<file path="src/verilog/dcache_defines.svh">
`ifndef DCACHE_DEFINES_SVH
`define DCACHE_DEFINES_SVH

// ==========================================================================
// Memory read request channel widths
// ==========================================================================
`define DCACHE_ADDR_W       32              // Byte address.
`define DCACHE_ID_W         4               // Transaction id.
`define DCACHE_LEN_W        3               // Beats minus one.
`define DCACHE_MSHR_W       3               // MSHR index.

// ==========================================================================
// Line geometry and id ranges
// ==========================================================================
`define DCACHE_LINE_BYTES   32              // Cache line size in bytes.
`define DCACHE_WORD_BYTES   4               // Uncached access size.
`define DCACHE_LINE_LEN     7               // Eight beats of one word.
`define DCACHE_UC_ID_BASE   8               // Ids 8 to 11 for uncached reads.
`define DCACHE_PF_ID_BASE   12              // Ids 12 to 15 for prefetches.
`define DCACHE_MEM_PORTS    3               // Miss, uncached, prefetch.

`endif
</file>
<file path="src/verilog/dcache_pkg.sv">
`default_nettype none

`include "dcache_defines.svh"

package dcache_pkg;

    // ======================================================================
    // Request field types
    // ======================================================================
    typedef logic [`DCACHE_ADDR_W-1:0] mem_addr_t;     // Byte address.
    typedef logic [`DCACHE_ID_W-1:0]   mem_id_t;       // Request id.
    typedef logic [`DCACHE_LEN_W-1:0]  mem_len_t;      // Beat count minus one.
    typedef logic [`DCACHE_MSHR_W-1:0] mshr_idx_t;     // MSHR slot.

    // Prefetcher sequencing.
    typedef enum logic {
        IDLE,                                       // Waiting for a start pulse.
        RUN                                         // Issuing the burst.
    } pf_state_t;

endpackage

`default_nettype wire

</file>
<file path="src/verilog/dcache_mem_read_top.sv">
`timescale 1ns/10ps
`default_nettype none

`include "dcache_defines.svh"

module dcache_mem_read_top
import dcache_pkg::*;
(
    input  wire logic       clk_i,
    input  wire logic       arst_n_i,

    input  wire logic       miss_valid_i,           // Refill side.
    output logic            miss_ready_o,
    input  wire mem_addr_t  miss_addr_i,
    input  wire mshr_idx_t  miss_mshr_i,

    input  wire logic       uc_valid_i,             // Uncached side.
    output logic            uc_ready_o,
    input  wire mem_addr_t  uc_addr_i,

    input  wire logic       pf_start_i,             // Prefetch side.
    input  wire mem_addr_t  pf_base_i,
    input  wire mem_addr_t  pf_stride_i,
    input  wire logic [3:0] pf_count_i,
    output logic            pf_busy_o,

    input  wire logic       mem_req_read_ready_i,   // Memory channel.
    output logic            mem_req_read_valid_o,
    output mem_addr_t       mem_req_read_addr_o,
    output mem_id_t         mem_req_read_id_o,
    output mem_len_t        mem_req_read_len_o
);

    // Port 0 miss, 1 uncached, 2 prefetch.
    logic      src_valid [`DCACHE_MEM_PORTS];
    logic      src_ready [`DCACHE_MEM_PORTS];
    mem_addr_t src_addr  [`DCACHE_MEM_PORTS];
    mem_id_t   src_id    [`DCACHE_MEM_PORTS];
    mem_len_t  src_len   [`DCACHE_MEM_PORTS];

    // ======================================================================
    // Request sources
    // ======================================================================
    dcache_miss_req dcache_miss_req_i (
        .clk_i        (clk_i),
        .arst_n_i     (arst_n_i),
        .miss_valid_i (miss_valid_i),
        .miss_ready_o (miss_ready_o),
        .miss_addr_i  (miss_addr_i),
        .miss_mshr_i  (miss_mshr_i),
        .req_valid_o  (src_valid[0]),
        .req_ready_i  (src_ready[0]),
        .req_addr_o   (src_addr[0]),
        .req_id_o     (src_id[0]),
        .req_len_o    (src_len[0])
    );

    dcache_uncached_req dcache_uncached_req_i (
        .clk_i       (clk_i),
        .arst_n_i    (arst_n_i),
        .uc_valid_i  (uc_valid_i),
        .uc_ready_o  (uc_ready_o),
        .uc_addr_i   (uc_addr_i),
        .req_valid_o (src_valid[1]),
        .req_ready_i (src_ready[1]),
        .req_addr_o  (src_addr[1]),
        .req_id_o    (src_id[1]),
        .req_len_o   (src_len[1])
    );

    dcache_prefetch_req dcache_prefetch_req_i (
        .clk_i       (clk_i),
        .arst_n_i    (arst_n_i),
        .pf_start_i  (pf_start_i),
        .pf_base_i   (pf_base_i),
        .pf_stride_i (pf_stride_i),
        .pf_count_i  (pf_count_i),
        .pf_busy_o   (pf_busy_o),
        .req_valid_o (src_valid[2]),
        .req_ready_i (src_ready[2]),
        .req_addr_o  (src_addr[2]),
        .req_id_o    (src_id[2]),
        .req_len_o   (src_len[2])
    );

    // ======================================================================
    // Channel arbiter
    // ======================================================================
    dcache_mem_req_read_arbiter #(
        .N                    (`DCACHE_MEM_PORTS)
    ) dcache_mem_req_read_arbiter_i (
        .clk_i                (clk_i),
        .arst_n_i             (arst_n_i),
        .req_valid_i          (src_valid),
        .req_ready_o          (src_ready),
        .req_addr_i           (src_addr),
        .req_id_i             (src_id),
        .req_len_i            (src_len),
        .mem_req_read_ready_i (mem_req_read_ready_i),
        .mem_req_read_valid_o (mem_req_read_valid_o),
        .mem_req_read_addr_o  (mem_req_read_addr_o),
        .mem_req_read_id_o    (mem_req_read_id_o),
        .mem_req_read_len_o   (mem_req_read_len_o)
    );

endmodule

`default_nettype wire

</file>
<file path="src/verilog/dcache_prefetch_req.sv">
`timescale 1ns/10ps
`default_nettype none

`include "dcache_defines.svh"

module dcache_prefetch_req
import dcache_pkg::*;
(
    input  wire logic       clk_i,
    input  wire logic       arst_n_i,

    input  wire logic       pf_start_i,             // Burst trigger.
    input  wire mem_addr_t  pf_base_i,              // First address.
    input  wire mem_addr_t  pf_stride_i,            // Step in bytes.
    input  wire logic [3:0] pf_count_i,             // Number of lines.
    output logic            pf_busy_o,

    output logic            req_valid_o,
    input  wire logic       req_ready_i,
    output mem_addr_t       req_addr_o,
    output mem_id_t         req_id_o,
    output mem_len_t        req_len_o
);

    localparam mem_addr_t LINE_MASK = ~mem_addr_t'(`DCACHE_LINE_BYTES - 1);

    pf_state_t  state_q;
    mem_addr_t  addr_q;                             // base + k*stride.
    mem_addr_t  stride_q;
    logic [3:0] remain_q;                           // Requests left.
    logic [1:0] idx_q;                              // Low bits of k.
    logic       xfer;

    assign xfer        = req_valid_o & req_ready_i;
    assign pf_busy_o   = (state_q == RUN);
    assign req_valid_o = (state_q == RUN);
    assign req_addr_o  = addr_q & LINE_MASK;        // Align each step.
    assign req_id_o    = mem_id_t'(`DCACHE_PF_ID_BASE) + mem_id_t'(idx_q);
    assign req_len_o   = mem_len_t'(`DCACHE_LINE_LEN);

    // ======================================================================
    // Burst sequencer
    // ======================================================================
    always_ff @(posedge clk_i or negedge arst_n_i) begin
        if (!arst_n_i) begin
            state_q  <= IDLE;
            remain_q <= 4'd0;
            idx_q    <= 2'd0;
        end else begin
            case (state_q)
                IDLE: begin
                    if (pf_start_i && (pf_count_i != 4'd0)) begin
                        state_q  <= RUN;            // Empty burst is ignored.
                        remain_q <= pf_count_i;
                        idx_q    <= 2'd0;
                    end
                end
                RUN: begin
                    if (xfer) begin
                        remain_q <= remain_q - 4'd1;
                        idx_q    <= idx_q + 2'd1;
                        if (remain_q == 4'd1) begin
                            state_q <= IDLE;        // Last one accepted.
                        end
                    end
                end
                default: state_q <= IDLE;
            endcase
        end
    end

    // Address walk.
    always_ff @(posedge clk_i) begin
        if ((state_q == IDLE) && pf_start_i) begin
            addr_q   <= pf_base_i;
            stride_q <= pf_stride_i;
        end else if (xfer) begin
            addr_q <= addr_q + stride_q;
        end
    end

endmodule

`default_nettype wire

</file>
<file path="src/verilog/dcache_uncached_req.sv">
`timescale 1ns/10ps
`default_nettype none

`include "dcache_defines.svh"

module dcache_uncached_req
import dcache_pkg::*;
(
    input  wire logic      clk_i,
    input  wire logic      arst_n_i,

    input  wire logic      uc_valid_i,              // Uncached load.
    output logic           uc_ready_o,              // Register is empty.
    input  wire mem_addr_t uc_addr_i,

    output logic           req_valid_o,
    input  wire logic      req_ready_i,
    output mem_addr_t      req_addr_o,
    output mem_id_t        req_id_o,
    output mem_len_t       req_len_o
);

    localparam mem_addr_t WORD_MASK = ~mem_addr_t'(`DCACHE_WORD_BYTES - 1);

    logic       pend_q;                             // Request outstanding.
    mem_addr_t  addr_q;                             // Word address.
    logic [1:0] id_cnt_q;                           // Rotating id offset.

    assign uc_ready_o  = ~pend_q;
    assign req_valid_o = pend_q;
    assign req_addr_o  = addr_q;
    assign req_id_o    = mem_id_t'(`DCACHE_UC_ID_BASE) + mem_id_t'(id_cnt_q);
    assign req_len_o   = '0;                        // Single beat.

    always_ff @(posedge clk_i) begin
        if (uc_valid_i && !pend_q) begin
            addr_q <= uc_addr_i & WORD_MASK;        // Drop byte offset.
        end
    end

    // ======================================================================
    // Pending flag and id counter
    // ======================================================================
    always_ff @(posedge clk_i or negedge arst_n_i) begin
        if (!arst_n_i) begin
            pend_q   <= 1'b0;
            id_cnt_q <= 2'd0;
        end else begin
            if (uc_valid_i && !pend_q) begin
                pend_q <= 1'b1;                     // Captured.
            end else if (pend_q && req_ready_i) begin
                pend_q   <= 1'b0;                   // Sent to memory.
                id_cnt_q <= id_cnt_q + 2'd1;        // Next id in 8 to 11.
            end
        end
    end

endmodule

`default_nettype wire

</file>
<file path="src/verilog/dcache_miss_req.sv">
`timescale 1ns/10ps
`default_nettype none

`include "dcache_defines.svh"

module dcache_miss_req
import dcache_pkg::*;
(
    input  wire logic      clk_i,
    input  wire logic      arst_n_i,

    input  wire logic      miss_valid_i,            // Refill request.
    output logic           miss_ready_o,            // FIFO has room.
    input  wire mem_addr_t miss_addr_i,             // Missing byte address.
    input  wire mshr_idx_t miss_mshr_i,             // Owning MSHR.

    output logic           req_valid_o,
    input  wire logic      req_ready_i,
    output mem_addr_t      req_addr_o,
    output mem_id_t        req_id_o,
    output mem_len_t       req_len_o
);

    localparam mem_addr_t LINE_MASK = ~mem_addr_t'(`DCACHE_LINE_BYTES - 1);

    mem_addr_t   fifo_addr_q [2];                   // Line addresses.
    mshr_idx_t   fifo_mshr_q [2];                   // MSHR indexes.
    logic        wr_ptr_q;                          // Next free slot.
    logic        rd_ptr_q;                          // Head slot.
    logic [1:0]  count_q;                           // Occupancy 0 to 2.
    logic        push;
    logic        pop;

    assign miss_ready_o = (count_q != 2'd2);
    assign req_valid_o  = (count_q != 2'd0);
    assign push         = miss_valid_i & miss_ready_o;
    assign pop          = req_valid_o & req_ready_i;

    // Head entry goes straight out.
    assign req_addr_o = fifo_addr_q[rd_ptr_q];
    assign req_id_o   = mem_id_t'(fifo_mshr_q[rd_ptr_q]);  // Id is the MSHR slot.
    assign req_len_o  = mem_len_t'(`DCACHE_LINE_LEN);      // Full line.

    // ======================================================================
    // Storage
    // ======================================================================
    always_ff @(posedge clk_i) begin
        if (push) begin
            fifo_addr_q[wr_ptr_q] <= miss_addr_i & LINE_MASK;  // Line aligned.
            fifo_mshr_q[wr_ptr_q] <= miss_mshr_i;
        end
    end

    // ======================================================================
    // Pointers and count
    // ======================================================================
    always_ff @(posedge clk_i or negedge arst_n_i) begin
        if (!arst_n_i) begin
            wr_ptr_q <= 1'b0;
            rd_ptr_q <= 1'b0;
            count_q  <= 2'd0;
        end else begin
            if (push) begin
                wr_ptr_q <= ~wr_ptr_q;
            end
            if (pop) begin
                rd_ptr_q <= ~rd_ptr_q;
            end
            case ({push, pop})
                2'b10:   count_q <= count_q + 2'd1;
                2'b01:   count_q <= count_q - 2'd1;
                default: count_q <= count_q;        // Both or neither.
            endcase
        end
    end

endmodule

`default_nettype wire

</file>
<file path="src/verilog/dcache_mem_req_read_arbiter.sv">
`timescale 1ns/10ps
`default_nettype none

`include "dcache_defines.svh"

module dcache_mem_req_read_arbiter
import dcache_pkg::*;
#(
    parameter int unsigned N = `DCACHE_MEM_PORTS
)
(
    input  wire logic      clk_i,
    input  wire logic      arst_n_i,

    input  wire logic      req_valid_i [N],         // Source valids.
    output logic           req_ready_o [N],         // Source readies.
    input  wire mem_addr_t req_addr_i  [N],
    input  wire mem_id_t   req_id_i    [N],
    input  wire mem_len_t  req_len_i   [N],

    input  wire logic      mem_req_read_ready_i,    // From memory.
    output logic           mem_req_read_valid_o,
    output mem_addr_t      mem_req_read_addr_o,
    output mem_id_t        mem_req_read_id_o,
    output mem_len_t       mem_req_read_len_o
);

    logic [N-1:0] valid_vec;                        // Packed valids.
    logic [N-1:0] gnt;                              // One-hot grant.

    genvar gen_i;

    // Pack valids and return ready to the granted port.
    generate
        for (gen_i = 0; gen_i < int'(N); gen_i++) begin : port_gen
            assign valid_vec[gen_i]   = req_valid_i[gen_i];
            assign req_ready_o[gen_i] = mem_req_read_ready_i & gnt[gen_i] &
                                        valid_vec[gen_i];
        end
    endgenerate

    dcache_fxarb #(
        .N        (N)
    ) dcache_fxarb_i (
        .clk_i    (clk_i),
        .arst_n_i (arst_n_i),
        .req_i    (valid_vec),
        .ready_i  (mem_req_read_ready_i),
        .gnt_o    (gnt)
    );

    assign mem_req_read_valid_o = |(gnt & valid_vec);   // No grant without valid.

    // ======================================================================
    // One-hot AND-OR field multiplexer
    // ======================================================================
    always_comb begin
        mem_req_read_addr_o = '0;
        mem_req_read_id_o   = '0;
        mem_req_read_len_o  = '0;
        for (int unsigned i = 0; i < N; i++) begin
            if (gnt[i]) begin
                mem_req_read_addr_o = mem_req_read_addr_o | req_addr_i[i];
                mem_req_read_id_o   = mem_req_read_id_o   | req_id_i[i];
                mem_req_read_len_o  = mem_req_read_len_o  | req_len_i[i];
            end
        end
    end

endmodule

`default_nettype wire

</file>
<file path="src/verilog/dcache_fxarb.sv">
`timescale 1ns/10ps
`default_nettype none

`include "dcache_defines.svh"

module dcache_fxarb
#(
    parameter int unsigned N = `DCACHE_MEM_PORTS
)
(
    input  wire logic         clk_i,
    input  wire logic         arst_n_i,
    input  wire logic [N-1:0] req_i,                // Valid per port.
    input  wire logic         ready_i,              // Downstream ready.
    output logic      [N-1:0] gnt_o                 // One-hot grant.
);

    logic [N-1:0] pick;                             // Priority winner.
    logic [N-1:0] gnt_q;                            // Grant held under stall.
    logic         lock_q;                           // Grant is frozen.

    // Lowest index wins.
    always_comb begin
        pick = '0;
        for (int unsigned i = 0; i < N; i++) begin
            if (req_i[i] && (pick == '0)) begin
                pick[i] = 1'b1;                     // First set bit only.
            end
        end
    end

    assign gnt_o = lock_q ? gnt_q : pick;           // Held grant beats new pick.

    // ======================================================================
    // Grant lock
    // ======================================================================
    always_ff @(posedge clk_i or negedge arst_n_i) begin
        if (!arst_n_i) begin
            lock_q <= 1'b0;
            gnt_q  <= '0;
        end else begin
            lock_q <= (|(gnt_o & req_i)) & ~ready_i;  // Stalled grant stays.
            if ((|(gnt_o & req_i)) && !ready_i) begin
                gnt_q <= gnt_o;                     // Remember who was granted.
            end
        end
    end

endmodule

`default_nettype wire

</file>
<file path="config.mk">
export PLATFORM = sky130hd
export DESIGN_NAME = dcache_mem_read_top
export DESIGN_NICKNAME = d
export VERILOG_FILES = /design/src/verilog/dcache_pkg.sv /design/src/verilog/dcache_mem_read_top.sv /design/src/verilog/dcache_prefetch_req.sv /design/src/verilog/dcache_uncached_req.sv /design/src/verilog/dcache_miss_req.sv /design/src/verilog/dcache_mem_req_read_arbiter.sv /design/src/verilog/dcache_fxarb.sv
export VERILOG_INCLUDE_DIRS = /design/src /design/src/verilog
export SDC_FILE = /design/constraint.sdc
export NUM_CORES = 1
export LEC_CHECK = 0
export BUFFER_PORTS_ARGS = -buffer_cell sky130_fd_sc_hd__clkbuf_2
export CAP_MARGIN = 0
export CORE_AREA = 2 2 209 108
export CTS_BUF_LIST = sky130_fd_sc_hd__clkbuf_8
export CTS_CLUSTER_SIZE = 25
export DETAILED_ROUTE_END_ITERATION = 6
export DIE_AREA = 0 0 211 110
export HOLD_SLACK_MARGIN = 0.1
export MAX_ROUTING_LAYER = met4
export SYNTH_ARGS = -nofsm -noshare
export SYNTH_HDL_FRONTEND = slang
export SYNTH_SLANG_ARGS = --single-unit
</file>
<file path="constraint.sdc">
create_clock -name clk_i -period 4.05 [get_ports clk_i]
set_clock_uncertainty 0.05 [all_clocks]
set_input_delay 0.2025 -clock clk_i [delete_from_list [all_inputs] [get_ports clk_i]]
set_output_delay 0.2025 -clock clk_i [all_outputs]
set_load 0.1 [all_outputs]
</file>
# --- Word level (Yosys, flattened, before mapping) ---
# Memory sizes are Yosys's and may differ from the RTL's.
# Cells that the tools add are included.
# W data, S select, Z words.
word_totals:
  input_bits: 141
  mem_count: 2
  out_inout_bits: 43
  latch_bits: 0
  rom_bits: 0
  wordCells: 98
  ramBits: 60
  regBits: 112
mem_list:
  columns: ["memory", "depth", "word_bits", "read_ports", "rd_ports_with_merged_regs", "wr", "line", "source"]
  rows:
  - ["dcache_miss_req_i.fifo_addr_q", 2, 27, 1, 0, 1, "dcache_miss_req.sv:26", "mem_addr_t fifo_addr_q [2];"]
  - ["dcache_miss_req_i.fifo_mshr_q", 2, 3, 1, 0, 1, "dcache_miss_req.sv:27", "mshr_idx_t fifo_mshr_q [2];"]
op_classes:
  muxes: 29
  shift: 0
  reduce_logical: 18
  n_mul: 0
  div: 0
  addsub: 8
  n_eq_ne: 6
  n_bitwise: 22
  n_lt_le_gt_ge: 0
op_table:
  columns: ["op", "count"]
  rows:
  - ["$mux W32", 5]
  - ["$or A32 B32 Y32", 2]
  - ["$add A32 B32 Y32", 1]
  - ["$mux W4", 4]
  - ["$mux W3", 4]
  - ["$and A1 B1 Y1", 10]
  - ["$mux W1", 10]
  - ["$or A4 B4 Y4", 2]
  - ["$pmux W2 S2", 2]
  - ["$pmux W4 S2", 1]
  - ["$reduce_bool A2 Y1", 4]
  - ["$logic_and A1 B1 Y1", 7]
  - ["$not A1 Y1", 7]
  - ["$add A2 B1 Y2 const B", 3]
  - ["$add A3 B3 Y4 const A", 1]
  - ["$add A4 B2 Y4 const A", 1]
  - ["$eq A4 B1 Y1 const B", 1]
  - ["$mux W2", 2]
  - ["$ne A2 B2 Y1 const B", 2]
  - ["$reduce_and A2 Y1", 2]
  - ["$reduce_bool A4 Y1", 1]
  - ["$sub A4 B1 Y4 const B", 1]
  - ["$and A3 B3 Y3", 1]
  - ["$reduce_or A3 Y1", 1]
  - ["7 further kinds", 8]

# --- Depth between registers and ports, before layout ---
# Gate-level depths: netlist of run 1.
depth:
  depth_word: 14
  ltp_mapped: 10
  mapped_depth_nobuf: 9

# --- Hierarchy ---
# Synthesis of run 1 repeated with hierarchy kept, for this count alone.
unflattened:
  cells_unflattened: 790
  area_unflattened_um2: 9424.0
modules_own_cells:
  columns: ["mod", "area_per_inst_um2", "seq_area_each_um2", "cells_each", "instances"]
  rows:
  - ["dcache_prefetch_req", 4959.8, 2097.0, 495, 1]
  - ["dcache_miss_req", 2432.3, 1901.8, 121, 1]
  - ["dcache_uncached_req", 1082.3, 975.9, 49, 1]
  - ["dcache_mem_req_read_arbiter", 705.7, 0.0, 98, 1]
  - ["dcache_fxarb", 244.0, 100.1, 27, 1]

# --- Worst setup path before layout of run 1 ---
# OpenSTA, ideal clock, no wires.
synth_path:
  kind: "reg2reg"
  startpoint: "register dcache_miss_req_i.count_q[0]"
  endpoint: "memory dcache_miss_req_i.fifo_addr_q[0][0] (netlist bit) (enable)"
  period_less_slack_ps: 3245
  path_slack_ps: 805
  required_ps: 3583
  stages_incl_launch_ff: 4
  path_buffers: 0
  arrival_ps: 2778
  setup_time_ps: 417
  path_cell_list: "dfrtp_1 nand2b_1 nand2_1 nor2_1"
synth_between:
  elab_chain_len: 4
synth_rtl:
  columns: ["item", "line", "source"]
  rows:
  - ["from (decl)", "dcache_miss_req.sv:30", "logic [1:0] count_q;"]
  - ["from (signal assigned)", "dcache_miss_req.sv:70", "2'b10: count_q <= count_q + 2'd1;"]
  - ["from (signal assigned)", "dcache_miss_req.sv:71", "2'b01: count_q <= count_q - 2'd1;"]
  - ["from (signal assigned)", "dcache_miss_req.sv:72", "default: count_q <= count_q;"]
  - ["$ne A2 B2 Y1", "dcache_miss_req.sv:34", "assign miss_ready_o = (count_q != 2'd2);"]
  - ["via miss_ready_o", "dcache_mem_read_top.sv:13", "output logic miss_ready_o,"]
  - ["$and A1 B1 Y1", "dcache_miss_req.sv:36", "assign push = miss_valid_i & miss_ready_o;"]
  - ["$mux W1", "dcache_miss_req.sv:48", "if (push) begin"]
  - ["$mux W1 (not written as such)", "dcache_miss_req.sv:49", "fifo_addr_q[wr_ptr_q] <= miss_addr_i & LINE_MASK;"]
  - ["to (decl)", "dcache_miss_req.sv:26", null]
# The timed path passes the listed nets, and every way through them passes these cells.

# --- Final worst setup path of run 1 ---
layout_path:
  startpoint: "register dcache_prefetch_req_i.stride_q[0]"
  endpoint: "register dcache_prefetch_req_i.addr_q[20], data pin"
layout_between:
  elab_chain_len: 3
layout_rtl:
  columns: ["item", "line", "source"]
  rows:
  - ["from (decl)", "dcache_prefetch_req.sv:29", "mem_addr_t stride_q;"]
  - ["from (signal assigned)", "dcache_prefetch_req.sv:76", "stride_q <= pf_stride_i;"]
  - ["$add A32 B32 Y32", "dcache_prefetch_req.sv:78", "addr_q <= addr_q + stride_q;"]
  - ["$mux W32", "dcache_prefetch_req.sv:77", "end else if (xfer) begin"]
  - ["$mux W32", "dcache_prefetch_req.sv:74", "if ((state_q == IDLE) && pf_start_i) begin"]
  - ["to (signal assigned)", "dcache_prefetch_req.sv:75", "addr_q <= pf_base_i;"]
  - ["to (signal assigned)", "dcache_prefetch_req.sv:78", null]
  - ["to (decl)", "dcache_prefetch_req.sv:28", "mem_addr_t addr_q;"]
# No other way between the ends. The select of a mux whose other input is x is not followed.
# A chain may end at the register's enable or synchronous reset.

==> impl_metrics.tcl, run 1 <==
set metrics [dict create \
    die_x_um 211 \
    grt_max_degree 46 \
    peakVddDrop_mv 0.768 \
    cts.sinks 172 \
    area_growth_pct 34.5 \
    dpl.hpwl_mm 16.5 \
    wire_per_inst_um 18.9 \
    reg2reg_from "dcache_prefetch_req_i.stride_q[0]$_DFFE_PP_" \
    worstPathMaxFanout 4 \
    post_route_cells_drive_above_1_share 0.229 \
    track_usage 0.221 \
    dieArea_um2 23200 \
    syn-cell-area_um2 8450 \
    tightest_slew_ns 1.11 \
    cts_max_path_buffers 2 \
    cp_cell_sequence "ha_1 -> fa_1 -> a21o_1 -> a221oi_2 -> a21oi_2 -> a211oi_2 -> o31ai_1 -> xnor2_1 -> a21oi_1" \
    ff2ff_setup_slack_ns 0.92 \
    antennaDiodeCount 0 \
    grt_antenna_before_repair 0 \
    io_pins 184 \
    start_util 0.396 \
    fillerInstances 1841 \
    num_rows 38 \
    critPathKind "reg -> reg" \
    use_met2 0.304 \
    synth_enable_flop_cells 154 \
    synthFlopType "edfxtp_1" \
    crit_path_top_delay_cell "a221oi_2" \
    drt_wl_total_mm 24.2 \
    setup_ws_ns 0.919 \
    reg2reg_depth 9 \
    core_um2 21300 \
    rsz0062_at_grt "no" \
    io_buffer_count 174 \
    timing.rr.end "dcache_prefetch_req_i.addr_q[20]$_DFFE_PP_" \
    fp.dieH_um 110 \
    synth_cell_types 61 \
    synth.avg_cell_area_um2 12.4 \
    status "completed" \
    cts-resized-gates 0 \
    startpoint "dcache_prefetch_req_i.stride_q[0]$_DFFE_PP_" \
    async_reset_ff_frac 0.105 \
    whs_ns 0.158 \
    gp_congestion 0.908 \
    arrival_ns 3.29 \
    min_path_type "in -> async" \
    start_kind "flop" \
    met1_usage 0.336 \
    vias 6614 \
    p_leak_nw 4.63 \
    end_kind "flop" \
    powerDensity_nw_per_um2 770 \
    grtUsageMet3 0.0445 \
    synth_most_common_cell "edfxtp_1" \
    synth_top_area_frac 0.547 \
    insertion_delay_ns 0.48 \
    max_freq_mhz 319 \
    cts_tree "built" \
    ys_seq_area_frac 0.600 \
    yosysWarnings 0 \
    viasPerCell 5.18 \
    clock_tree.root_cell "clkbuf_8" \
    netlist_top_cells_area "edfxtp_1, dfrtp_1, ha_1" \
    busiest_layer "met1" \
    final_nets 1159 \
    drc_errors 0 \
    path_clk_slew_ns 0.10 \
    cts_setup_buffers 0 \
    fin_crit_sh 0.773 \
    synth_common_cells "edfxtp_1, nor2_1, a21oi_1, nand2_1, ha_1" \
    syn_inst 683 \
    design_area_um2 11400 \
    dp_slack_ns 0.965 \
    finalSetupViolations 0 \
    drv_cap 0 \
    cts_made_buffers 17 \
    max_slew_margin 0.261 \
    drt_pass1_iterations 6 \
    grt_pass1_vias 6379 \
    grt_pass1_wl_mm 36.7 \
    maxSlewViolCount 0 \
    yosys.area.top_type "edfxtp_1" \
    final_util 0.533 \
    tns_ns 0 \
    ant_nets 0 \
    min_period_ns 3.13 \
    synth-seq-cells 172 \
    critPathRequiredTime_ns 4.21 \
    holdBufCountCts 133 \
    cts_max_level 4 \
    overflow 0 \
    final-hold-violation-count 0 \
    place_area_um2 9600 \
    cp.buffers_inverters 0 \
    cpLargestDelayFamily "compound AO/OA/AOI/OAI gates" \
    critPathMaxStageDelay_ns 0.46 \
    first_iter_violations 505 \
]
-- sequential cells by signal, summed over array words and instances, names as in the netlist --
name	cells
dcache_mem_req_read_arbiter_i.dcache_fxarb_i.gnt_q	3
dcache_miss_req_i.fifo_mshr_q	6
dcache_prefetch_req_i.stride_q	32
dcache_prefetch_req_i.idx_q	2
dcache_miss_req_i.rd_ptr_q	1
dcache_miss_req_i.wr_ptr_q	1
dcache_prefetch_req_i.remain_q	4
dcache_uncached_req_i.id_cnt_q	2
dcache_prefetch_req_i.addr_q	32
dcache_prefetch_req_i.pf_busy_o	1
dcache_miss_req_i.count_q	2
dcache_uncached_req_i.req_valid_o	1
dcache_uncached_req_i.req_addr_o	30
dcache_mem_req_read_arbiter_i.dcache_fxarb_i.lock_q	1
dcache_miss_req_i.fifo_addr_q	54
-- cells in the final DEF, fill, tap and decap left out, drive strengths merged, types with 4 or more instances in the layout --
cell type / Yosys / final
nor4: 5 / 5
mux2i: 33 / 33
a31oi: 8 / 8
o21ai: 28 / 28
nand3: 12 / 12
nor2b: 4 / 4
clkbuf: 24 / 191
a31o: 4 / 4
nand4: 5 / 5
nand2: 52 / 52
a211oi: 5 / 5
o21bai: 6 / 6
inv: 9 / 16
o21a: 4 / 4
edfxtp: 154 / 154
nor2: 78 / 78
nand2b: 4 / 4
a21oi: 56 / 56
a21o: 13 / 13
dlygate4sd3: 0 / 133
xor2: 15 / 15
xnor2: 19 / 19
dfrtp: 18 / 18
and2: 8 / 8
a221o: 31 / 31
and3: 8 / 8
buf: 11 / 8
ha: 34 / 34
-- cell families after synthesis --
| group | after synthesis | share of synthesized area |
|---|---|---|
| simple gates | 183 | 0.0958 |
| compound gates | 178 | 0.150 |
| flops | 172 | 0.600 |
| buf+inv | 44 | 0.0228 |
| mux | 36 | 0.0431 |
| fa+ha+maj | 35 | 0.0527 |
| xor+xnor | 34 | 0.0352 |
| other cells | 1 | 0.000444 |
-- routing by layer --
metal | routed length (um) | up-vias
met5 | 0 | -
met3 | 1470 | 14
met1 | 12700 | 3175
met2 | 9830 | 223
li1 | - | 3202
met4 | 177 | 0
-- worst max-delay path by stage --
stage / to / slack [ns] / cells after the start
2_1_floorplan: dcache_miss_req_i.fifo_addr_q[0][0]$_DFFE_PP_ / 0.81 / 3
3_3_place_gp: dcache_prefetch_req_i.addr_q[20]$_DFFE_PP_ / 1.00 / 9
3_5_place_dp: dcache_prefetch_req_i.addr_q[20]$_DFFE_PP_ / 0.96 / 9
4_1_cts: dcache_prefetch_req_i.addr_q[20]$_DFFE_PP_ / 0.94 / 9
5_1_grt: dcache_prefetch_req_i.addr_q[18]$_DFFE_PP_ / 0.74 / 9
6_report: dcache_prefetch_req_i.addr_q[20]$_DFFE_PP_ / 0.92 / 9
-- area by class of cell --
cell class / count / area (um2) / share of cell area
Clock buffer: 17 / 234 / 0.0206
Clock inverter: 15 / 208 / 0.0183
Inverter: 9 / 33.8 / 0.00297
Multi-Input combinational cell: 468 / 3210 / 0.282
Sequential cell: 172 / 5080 / 0.446
Tap cell: 280 / 350 / 0.0308
Timing Repair Buffer: 315 / 2260 / 0.199
-- metrics by stage --
stage               total power [W]  cells
floorplan                   0.00643    684
global placement            0.00728   1111
detailed placement          0.00731   1111
CTS                         0.00877   1276
global route                0.00915   1276
finish                      0.00875   1276
-- where the power goes --
group          internal, W  leakage [nW]  switching (W)
Clock             0.000638         0.217       0.000723
Sequential         0.00237          1.62       0.000277
Combinational      0.00111          2.79        0.00363
Total              0.00412          4.63        0.00463
Note: power is estimated with default switching activity, not from simulation.
==> run 2: changes to the inputs <==
==> constraint.sdc (replaced) <==
create_clock -name clk_i -period 2.58 [get_ports clk_i]
set_clock_uncertainty 0.05 [all_clocks]
set_input_delay 0.129 -clock clk_i [delete_from_list [all_inputs] [get_ports clk_i]]
set_output_delay 0.129 -clock clk_i [all_outputs]
set_load 0.1 [all_outputs]
==> impl_metrics.tcl, run 2 (synthesized netlist as in run 1, its figures left out) <==
set metrics [dict create \
    worstPathMaxFanout 3 \
    final_util 0.595 \
    power_w 0.0160 \
    status "finished, violations left" \
    reg.largest.list "dcache_miss_req_i.fifo_addr_q x54, dcache_prefetch_req_i.addr_q x32, dcache_prefetch_req_i.stride_q x32" \
    setup_ws_ns -0.145 \
    end_kind "flop" \
    overflow 0 \
    clock_tree.root_cell "clkbuf_8" \
    first_iter_violations 550 \
    antennaDiodeCount 0 \
    io_pins 184 \
    vias 6982 \
    reg2reg_depth 10 \
    num_rows 38 \
    tightest_slew_ns 0.848 \
    cts_max_level 4 \
    ff2ff_setup_slack_ns -0.14 \
    violations "setup timing" \
    maxSlewViolCount 0 \
    reg2reg_from "dcache_prefetch_req_i.addr_q[0]$_DFFE_PP_" \
    insertion_delay_ns 0.49 \
    finalSetupViolations 11 \
    area_growth_pct 50.4 \
    ant_nets 0 \
    min_path_type "in -> reg" \
    mostFrequentLayoutCell "edfxtp_1" \
    place_area_um2 10700 \
    critPathRequiredTime_ns 2.76 \
    grt_max_degree 46 \
    viasPerCell 5.20 \
    gp_congestion 0.941 \
    dieArea_um2 23200 \
    design_area_um2 12700 \
    hold_depth 3 \
    fillerInstances 1732 \
    drt_pass1_iterations 5 \
    core_um2 21300 \
    min_period_ns 2.72 \
    cts_max_path_buffers 2 \
    fp.dieH_um 110 \
    top_register "dcache_miss_req_i.fifo_addr_q" \
    drt_wl_total_mm 26.2 \
    final-hold-violation-count 0 \
    fin_crit_sh 1.06 \
    io_buffer_count 174 \
    max_slew_margin 0.433 \
    grt_pass1_wl_mm 39.1 \
    layout_common_cells "edfxtp_1, clkbuf_2, dlygate4sd3_1" \
    wire_per_inst_um 19.5 \
    grt_antenna_before_repair 0 \
    largest_reg_flops 54 \
    start_kind "flop" \
    hold_path_end "dcache_prefetch_req_i.stride_q[25]$_DFFE_PP_" \
    arrival_ns 2.90 \
    drc_errors 0 \
    rsz0062_at_grt "yes" \
    drv_cap 0 \
    post_route_cells_drive_above_1_share 0.306 \
    timing.rr.end "dcache_prefetch_req_i.addr_q[18]$_DFFE_PP_" \
    cts.sinks 172 \
    grt_pass1_vias 6910 \
    die_x_um 211 \
    start_util 0.396 \
    track_usage 0.236 \
    dpl.hpwl_mm 18.0 \
    final_nets 1226 \
    dp_slack_ns -0.190 \
    peakVddDrop_mv 1.06 \
    max_freq_mhz 367 \
    path_clk_slew_ns 0.10 \
    cts_tree "built" \
    critPathKind "reg -> reg" \
    cts_made_buffers 17 \
    p_leak_nw 5.19 \
    min-delay-start "pf_start_i" \
    powerDensity_nw_per_um2 1260 \
]
[run 2: cell types whose count changed in the layout (fill, tap and decap cells not counted), sizes merged]
cell         before  now
buf               8  111
bufinv            3    2
clkbuf          191  153
clkinvlp          2    1
dlygate4sd3     133  135
inv              16   17
[run 2: area by class of cell]
cell class | count | area (um2) | share of cell area
multi-input combinational | 468 | 3410 | 0.268
inverter | 9 | 33.8 | 0.00266
clock inverter | 14 | 181 | 0.0143
tap | 280 | 350 | 0.0276
timing repair buffer | 382 | 3420 | 0.269
clock buffer | 17 | 234 | 0.0184
sequential | 172 | 5080 | 0.399
[run 2: timing repair]
action	CTS	global route
hold buffers	135	0
pin swaps	20	20
gates cloned	0	0
hold endpoints to repair	187	0
gates resized for setup	13	26
buffers inserted	3	5
endpoints found under the setup margin	45	57
[run 2: worst max-delay path by stage]
| stage | from | depth (start not counted) | endpoint | slack (ns) |
|---|---|---|---|---|
| global placement | dcache_prefetch_req_i.stride_q[0]$_DFFE_PP_ | 10 | dcache_prefetch_req_i.addr_q[26]$_DFFE_PP_ | -0.15 |
| CTS | dcache_prefetch_req_i.addr_q[0]$_DFFE_PP_ | 10 | dcache_prefetch_req_i.addr_q[26]$_DFFE_PP_ | -0.17 |
| global route | dcache_prefetch_req_i.addr_q[0]$_DFFE_PP_ | 10 | dcache_prefetch_req_i.addr_q[18]$_DFFE_PP_ | -0.29 |
| finish | dcache_prefetch_req_i.addr_q[0]$_DFFE_PP_ | 10 | dcache_prefetch_req_i.addr_q[18]$_DFFE_PP_ | -0.14 |
| floorplan | dcache_miss_req_i.count_q[0]$_DFFE_PN0P_ | 2 | dcache_miss_req_i.fifo_addr_q[1][0]$_DFFE_PP_ | 0.008 |
| detailed placement | dcache_prefetch_req_i.stride_q[0]$_DFFE_PP_ | 10 | dcache_prefetch_req_i.addr_q[26]$_DFFE_PP_ | -0.19 |
[run 2: metrics by stage]
| step | setup TNS [ns] | std cells | hold WS [ns] |
|---|---|---|---|
| floorplan | 0 | 684 | -0.217 |
| global placement | -0.912 | 1169 | 0.0480 |
| detailed placement | -1.49 | 1169 | 0.0635 |
| CTS | -1.05 | 1338 | 0.157 |
| global route | -2.48 | 1342 | 0.186 |
| finish | -0.749 | 1342 | 0.190 |
[run 2: power by group]
| part | internal, W | switching (W) |
|---|---|---|
| registers | 0.00371 | 0.000306 |
| clock network | 0.000901 | 0.00114 |
| logic | 0.00365 | 0.00632 |
| total | 0.00826 | 0.00776 |
[run 2: per-layer routing]
| layer | vias up | share of wire | global-route usage |
|---|---|---|---|
| met5 | - | 0 | - |
| met4 | 0 | 0.011 | 0.0563 |
| met3 | 22 | 0.093 | 0.0725 |
| met2 | 271 | 0.41 | 0.324 |
| met1 | 3360 | 0.48 | 0.340 |
| li1 | 3329 | - | - |
[run 2: worst max-delay path: stages, from the launching register on]
cell and delay (ns):
edfxtp_1 0.39, ha_2 0.21, fa_2 0.34, a21o_1 0.19
a221oi_2 0.23, buf_4 0.19, a21oi_4 0.08, a2111oi_4 0.41
o21ai_1 0.13, xnor2_1 0.16, a21oi_1 0.08
==> run 3: changes to the inputs <==
--- a/config.mk
+++ b/config.mk
@@ -15,6 +15,7 @@
 export DIE_AREA = 0 0 211 110
 export HOLD_SLACK_MARGIN = 0.1
 export MAX_ROUTING_LAYER = met4
+export SETUP_SLACK_MARGIN = 0.5
 export SYNTH_ARGS = -nofsm -noshare
 export SYNTH_HDL_FRONTEND = slang
 export SYNTH_SLANG_ARGS = --single-unit
==> constraint.sdc (replaced) <==
create_clock -name clk_i -period 2.58 [get_ports clk_i]
set_clock_uncertainty 0.05 [all_clocks]
set_input_delay 0.516 -clock clk_i [delete_from_list [all_inputs] [get_ports clk_i]]
set_output_delay 0.516 -clock clk_i [all_outputs]
set_load 0.1 [all_outputs]
==> impl_metrics.tcl, run 3 (synthesized netlist as in run 1, its figures left out) <==
set metrics [dict create \
    power.share.clock 0.106 \
    status "finished, violations left" \
    cp_cell_sequence "ha_2 -> fa_2 -> a21o_1 -> a221oi_4 -> nor3_1 -> a211o_2 -> a21bo_1 -> xnor2_2 -> a21oi_1" \
    rsz0062_at_grt "yes" \
    post_route_cells_drive_above_1_share 0.485 \
    final-hold-violation-count 0 \
    peakVddDrop_mv 1.50 \
    max_freq_mhz 351 \
    dp_slack_ns -0.234 \
    reg2reg_from "dcache_prefetch_req_i.stride_q[0]$_DFFE_PP_" \
    tns_ns -5.82 \
    drt_pass1_iterations 5 \
    seq_area_um2 5080 \
    combPwrFrac 0.669 \
    worstPathMaxFanout 4 \
    reg2reg_depth 9 \
    start_util 0.396 \
    num_rows 38 \
    switching_share 0.474 \
    grt_antenna_before_repair 2 \
    tightest_slew_ns 0.514 \
    layout_common_cells "edfxtp_1, clkbuf_2, buf_4" \
    setup_ws_ns -0.270 \
    first_iter_violations 493 \
    dpl.hpwl_mm 18.0 \
    critPathKind "reg -> reg" \
    startpoint "dcache_prefetch_req_i.stride_q[0]$_DFFE_PP_" \
    wire_per_inst_um 20.8 \
    core_um2 21300 \
    largest_reg_flops 54 \
    cts_tree "built" \
    grt_pass1_wl_mm 38.4 \
    grt_pass1_vias 6544 \
    cp.buffers_inverters 0 \
    path_clk_slew_ns 0.11 \
    track_usage 0.235 \
    io_pins 184 \
    min_path_type "in -> reg" \
    cpLargestDelayFamily "compound AO/OA/AOI/OAI gates" \
    arrival_ns 3.03 \
    ant_nets 0 \
    cts_made_buffers 17 \
    violations "setup timing" \
    gp_congestion 0.922 \
    reg.largest.list "dcache_miss_req_i.fifo_addr_q x54, dcache_prefetch_req_i.addr_q x32, dcache_prefetch_req_i.stride_q x32" \
    start_kind "flop" \
    io_buffer_count 174 \
    path_depth 9 \
    overflow 0 \
    drv_cap 0 \
    cts_max_path_buffers 2 \
    fin_crit_sh 1.10 \
    finalSetupViolations 52 \
    crit_path_top_delay_cell "edfxtp_1" \
    drc_errors 0 \
    area_growth_pct 52.3 \
    critPathRequiredTime_ns 2.76 \
    p_seq_frac 0.225 \
    top_register "dcache_miss_req_i.fifo_addr_q" \
    ff2ff_setup_slack_ns -0.27 \
    vias 6756 \
    cts_max_level 4 \
    p_switching_w 0.00850 \
    viasPerCell 5.39 \
    die_x_um 211 \
    dieArea_um2 23200 \
    drt_wl_total_mm 26.0 \
    grt_max_degree 46 \
    powerDensity_nw_per_um2 1390 \
    fp.dieH_um 110 \
    end_kind "flop" \
    cts.sinks 172 \
    timing.rr.end "dcache_prefetch_req_i.addr_q[22]$_DFFE_PP_" \
    crit_end "dcache_prefetch_req_i.addr_q[22]$_DFFE_PP_" \
    multi_input_area_um2 4310 \
    maxSlewViolCount 0 \
    critPathMaxStageDelay_ns 0.39 \
    insertion_delay_ns 0.49 \
    power_w 0.0179 \
    final_nets 1134 \
    mostFrequentLayoutCell "edfxtp_1" \
    min_period_ns 2.85 \
    internal_power_w 0.00943 \
    p_leak_nw 5.15 \
    max_slew_margin 0.658 \
    fillerInstances 1670 \
    clock_tree.root_cell "clkbuf_8" \
]
run 3: repair_timing:
item / CTS / global route
pin swaps: 30 / 36
cloned: 6 / 1
hold buffers: 1 / 0
endpoints found under the setup margin: 101 / 126
gates resized for setup: 86 / 78
setup buffers: 19 / 15
endpoints found under the hold margin: 18 / 0
run 3: layout make-up:
| cell class | count | area share |
|---|---|---|
| Antenna cell | 3 | 0.000583 |
| Clock buffer | 17 | 0.0182 |
| Clock inverter | 15 | 0.0115 |
| Inverter | 9 | 0.00282 |
| Multi-Input combinational cell | 468 | 0.335 |
| Sequential cell | 172 | 0.395 |
| Tap cell | 280 | 0.0272 |
| Timing Repair Buffer | 290 | 0.210 |
run 3: metal layers:
layer / routed length, um / GRT usage
met3: 2080 / 0.0717
met1: 13100 / 0.349
met4: 252 / 0.0478
met2: 10600 / 0.311
met5: 0 / -
run 3: power by group through the flow:
| stage | clock, W | combinational, W | sequential, W |
|---|---|---|---|
| final | 0.00190 | 0.0120 | 0.00403 |
| after global routing | 0.00206 | 0.0125 | 0.00409 |
| after CTS | 0.00194 | 0.0115 | 0.00402 |
| after detailed placement | 0 | 0.0103 | 0.00409 |
| after global placement | 0 | 0.0103 | 0.00408 |
| after floorplan | 0 | 0.00700 | 0.00401 |
run 3: how the worst min path moves through the flow:
stage	start	endpoint	cells after the start
after floorplan	arst_n_i	asynchronous set/reset pin	0
after global placement	arst_n_i	dcache_miss_req_i.wr_ptr_q$_DFFE_PN0P_	1
after detailed placement	arst_n_i	dcache_miss_req_i.count_q[1]$_DFFE_PN0P_	1
after CTS	uc_addr_i[18]	dcache_uncached_req_i.req_addr_o[18]$_DFFE_PP_	1
after global routing	uc_addr_i[27]	dcache_uncached_req_i.req_addr_o[27]$_DFFE_PP_	1
final	uc_addr_i[18]	dcache_uncached_req_i.req_addr_o[18]$_DFFE_PP_	1
run 3: per-stage QoR:
| stage | std cells | hold slack [ns] | cell area (um2) | util |
|---|---|---|---|---|
| 2_1_floorplan | 684 | 0.170 | 9140 | - |
| 3_3_place_gp | 1177 | 0.445 | 11300 | 0.528 |
| 3_5_place_dp | 1177 | 0.439 | 11300 | 0.528 |
| 4_1_cts | 1235 | 0.106 | 12300 | 0.578 |
| 5_1_grt | 1253 | 0.102 | 12900 | 0.603 |
| 6_report | 1254 | 0.143 | 12900 | 0.603 |
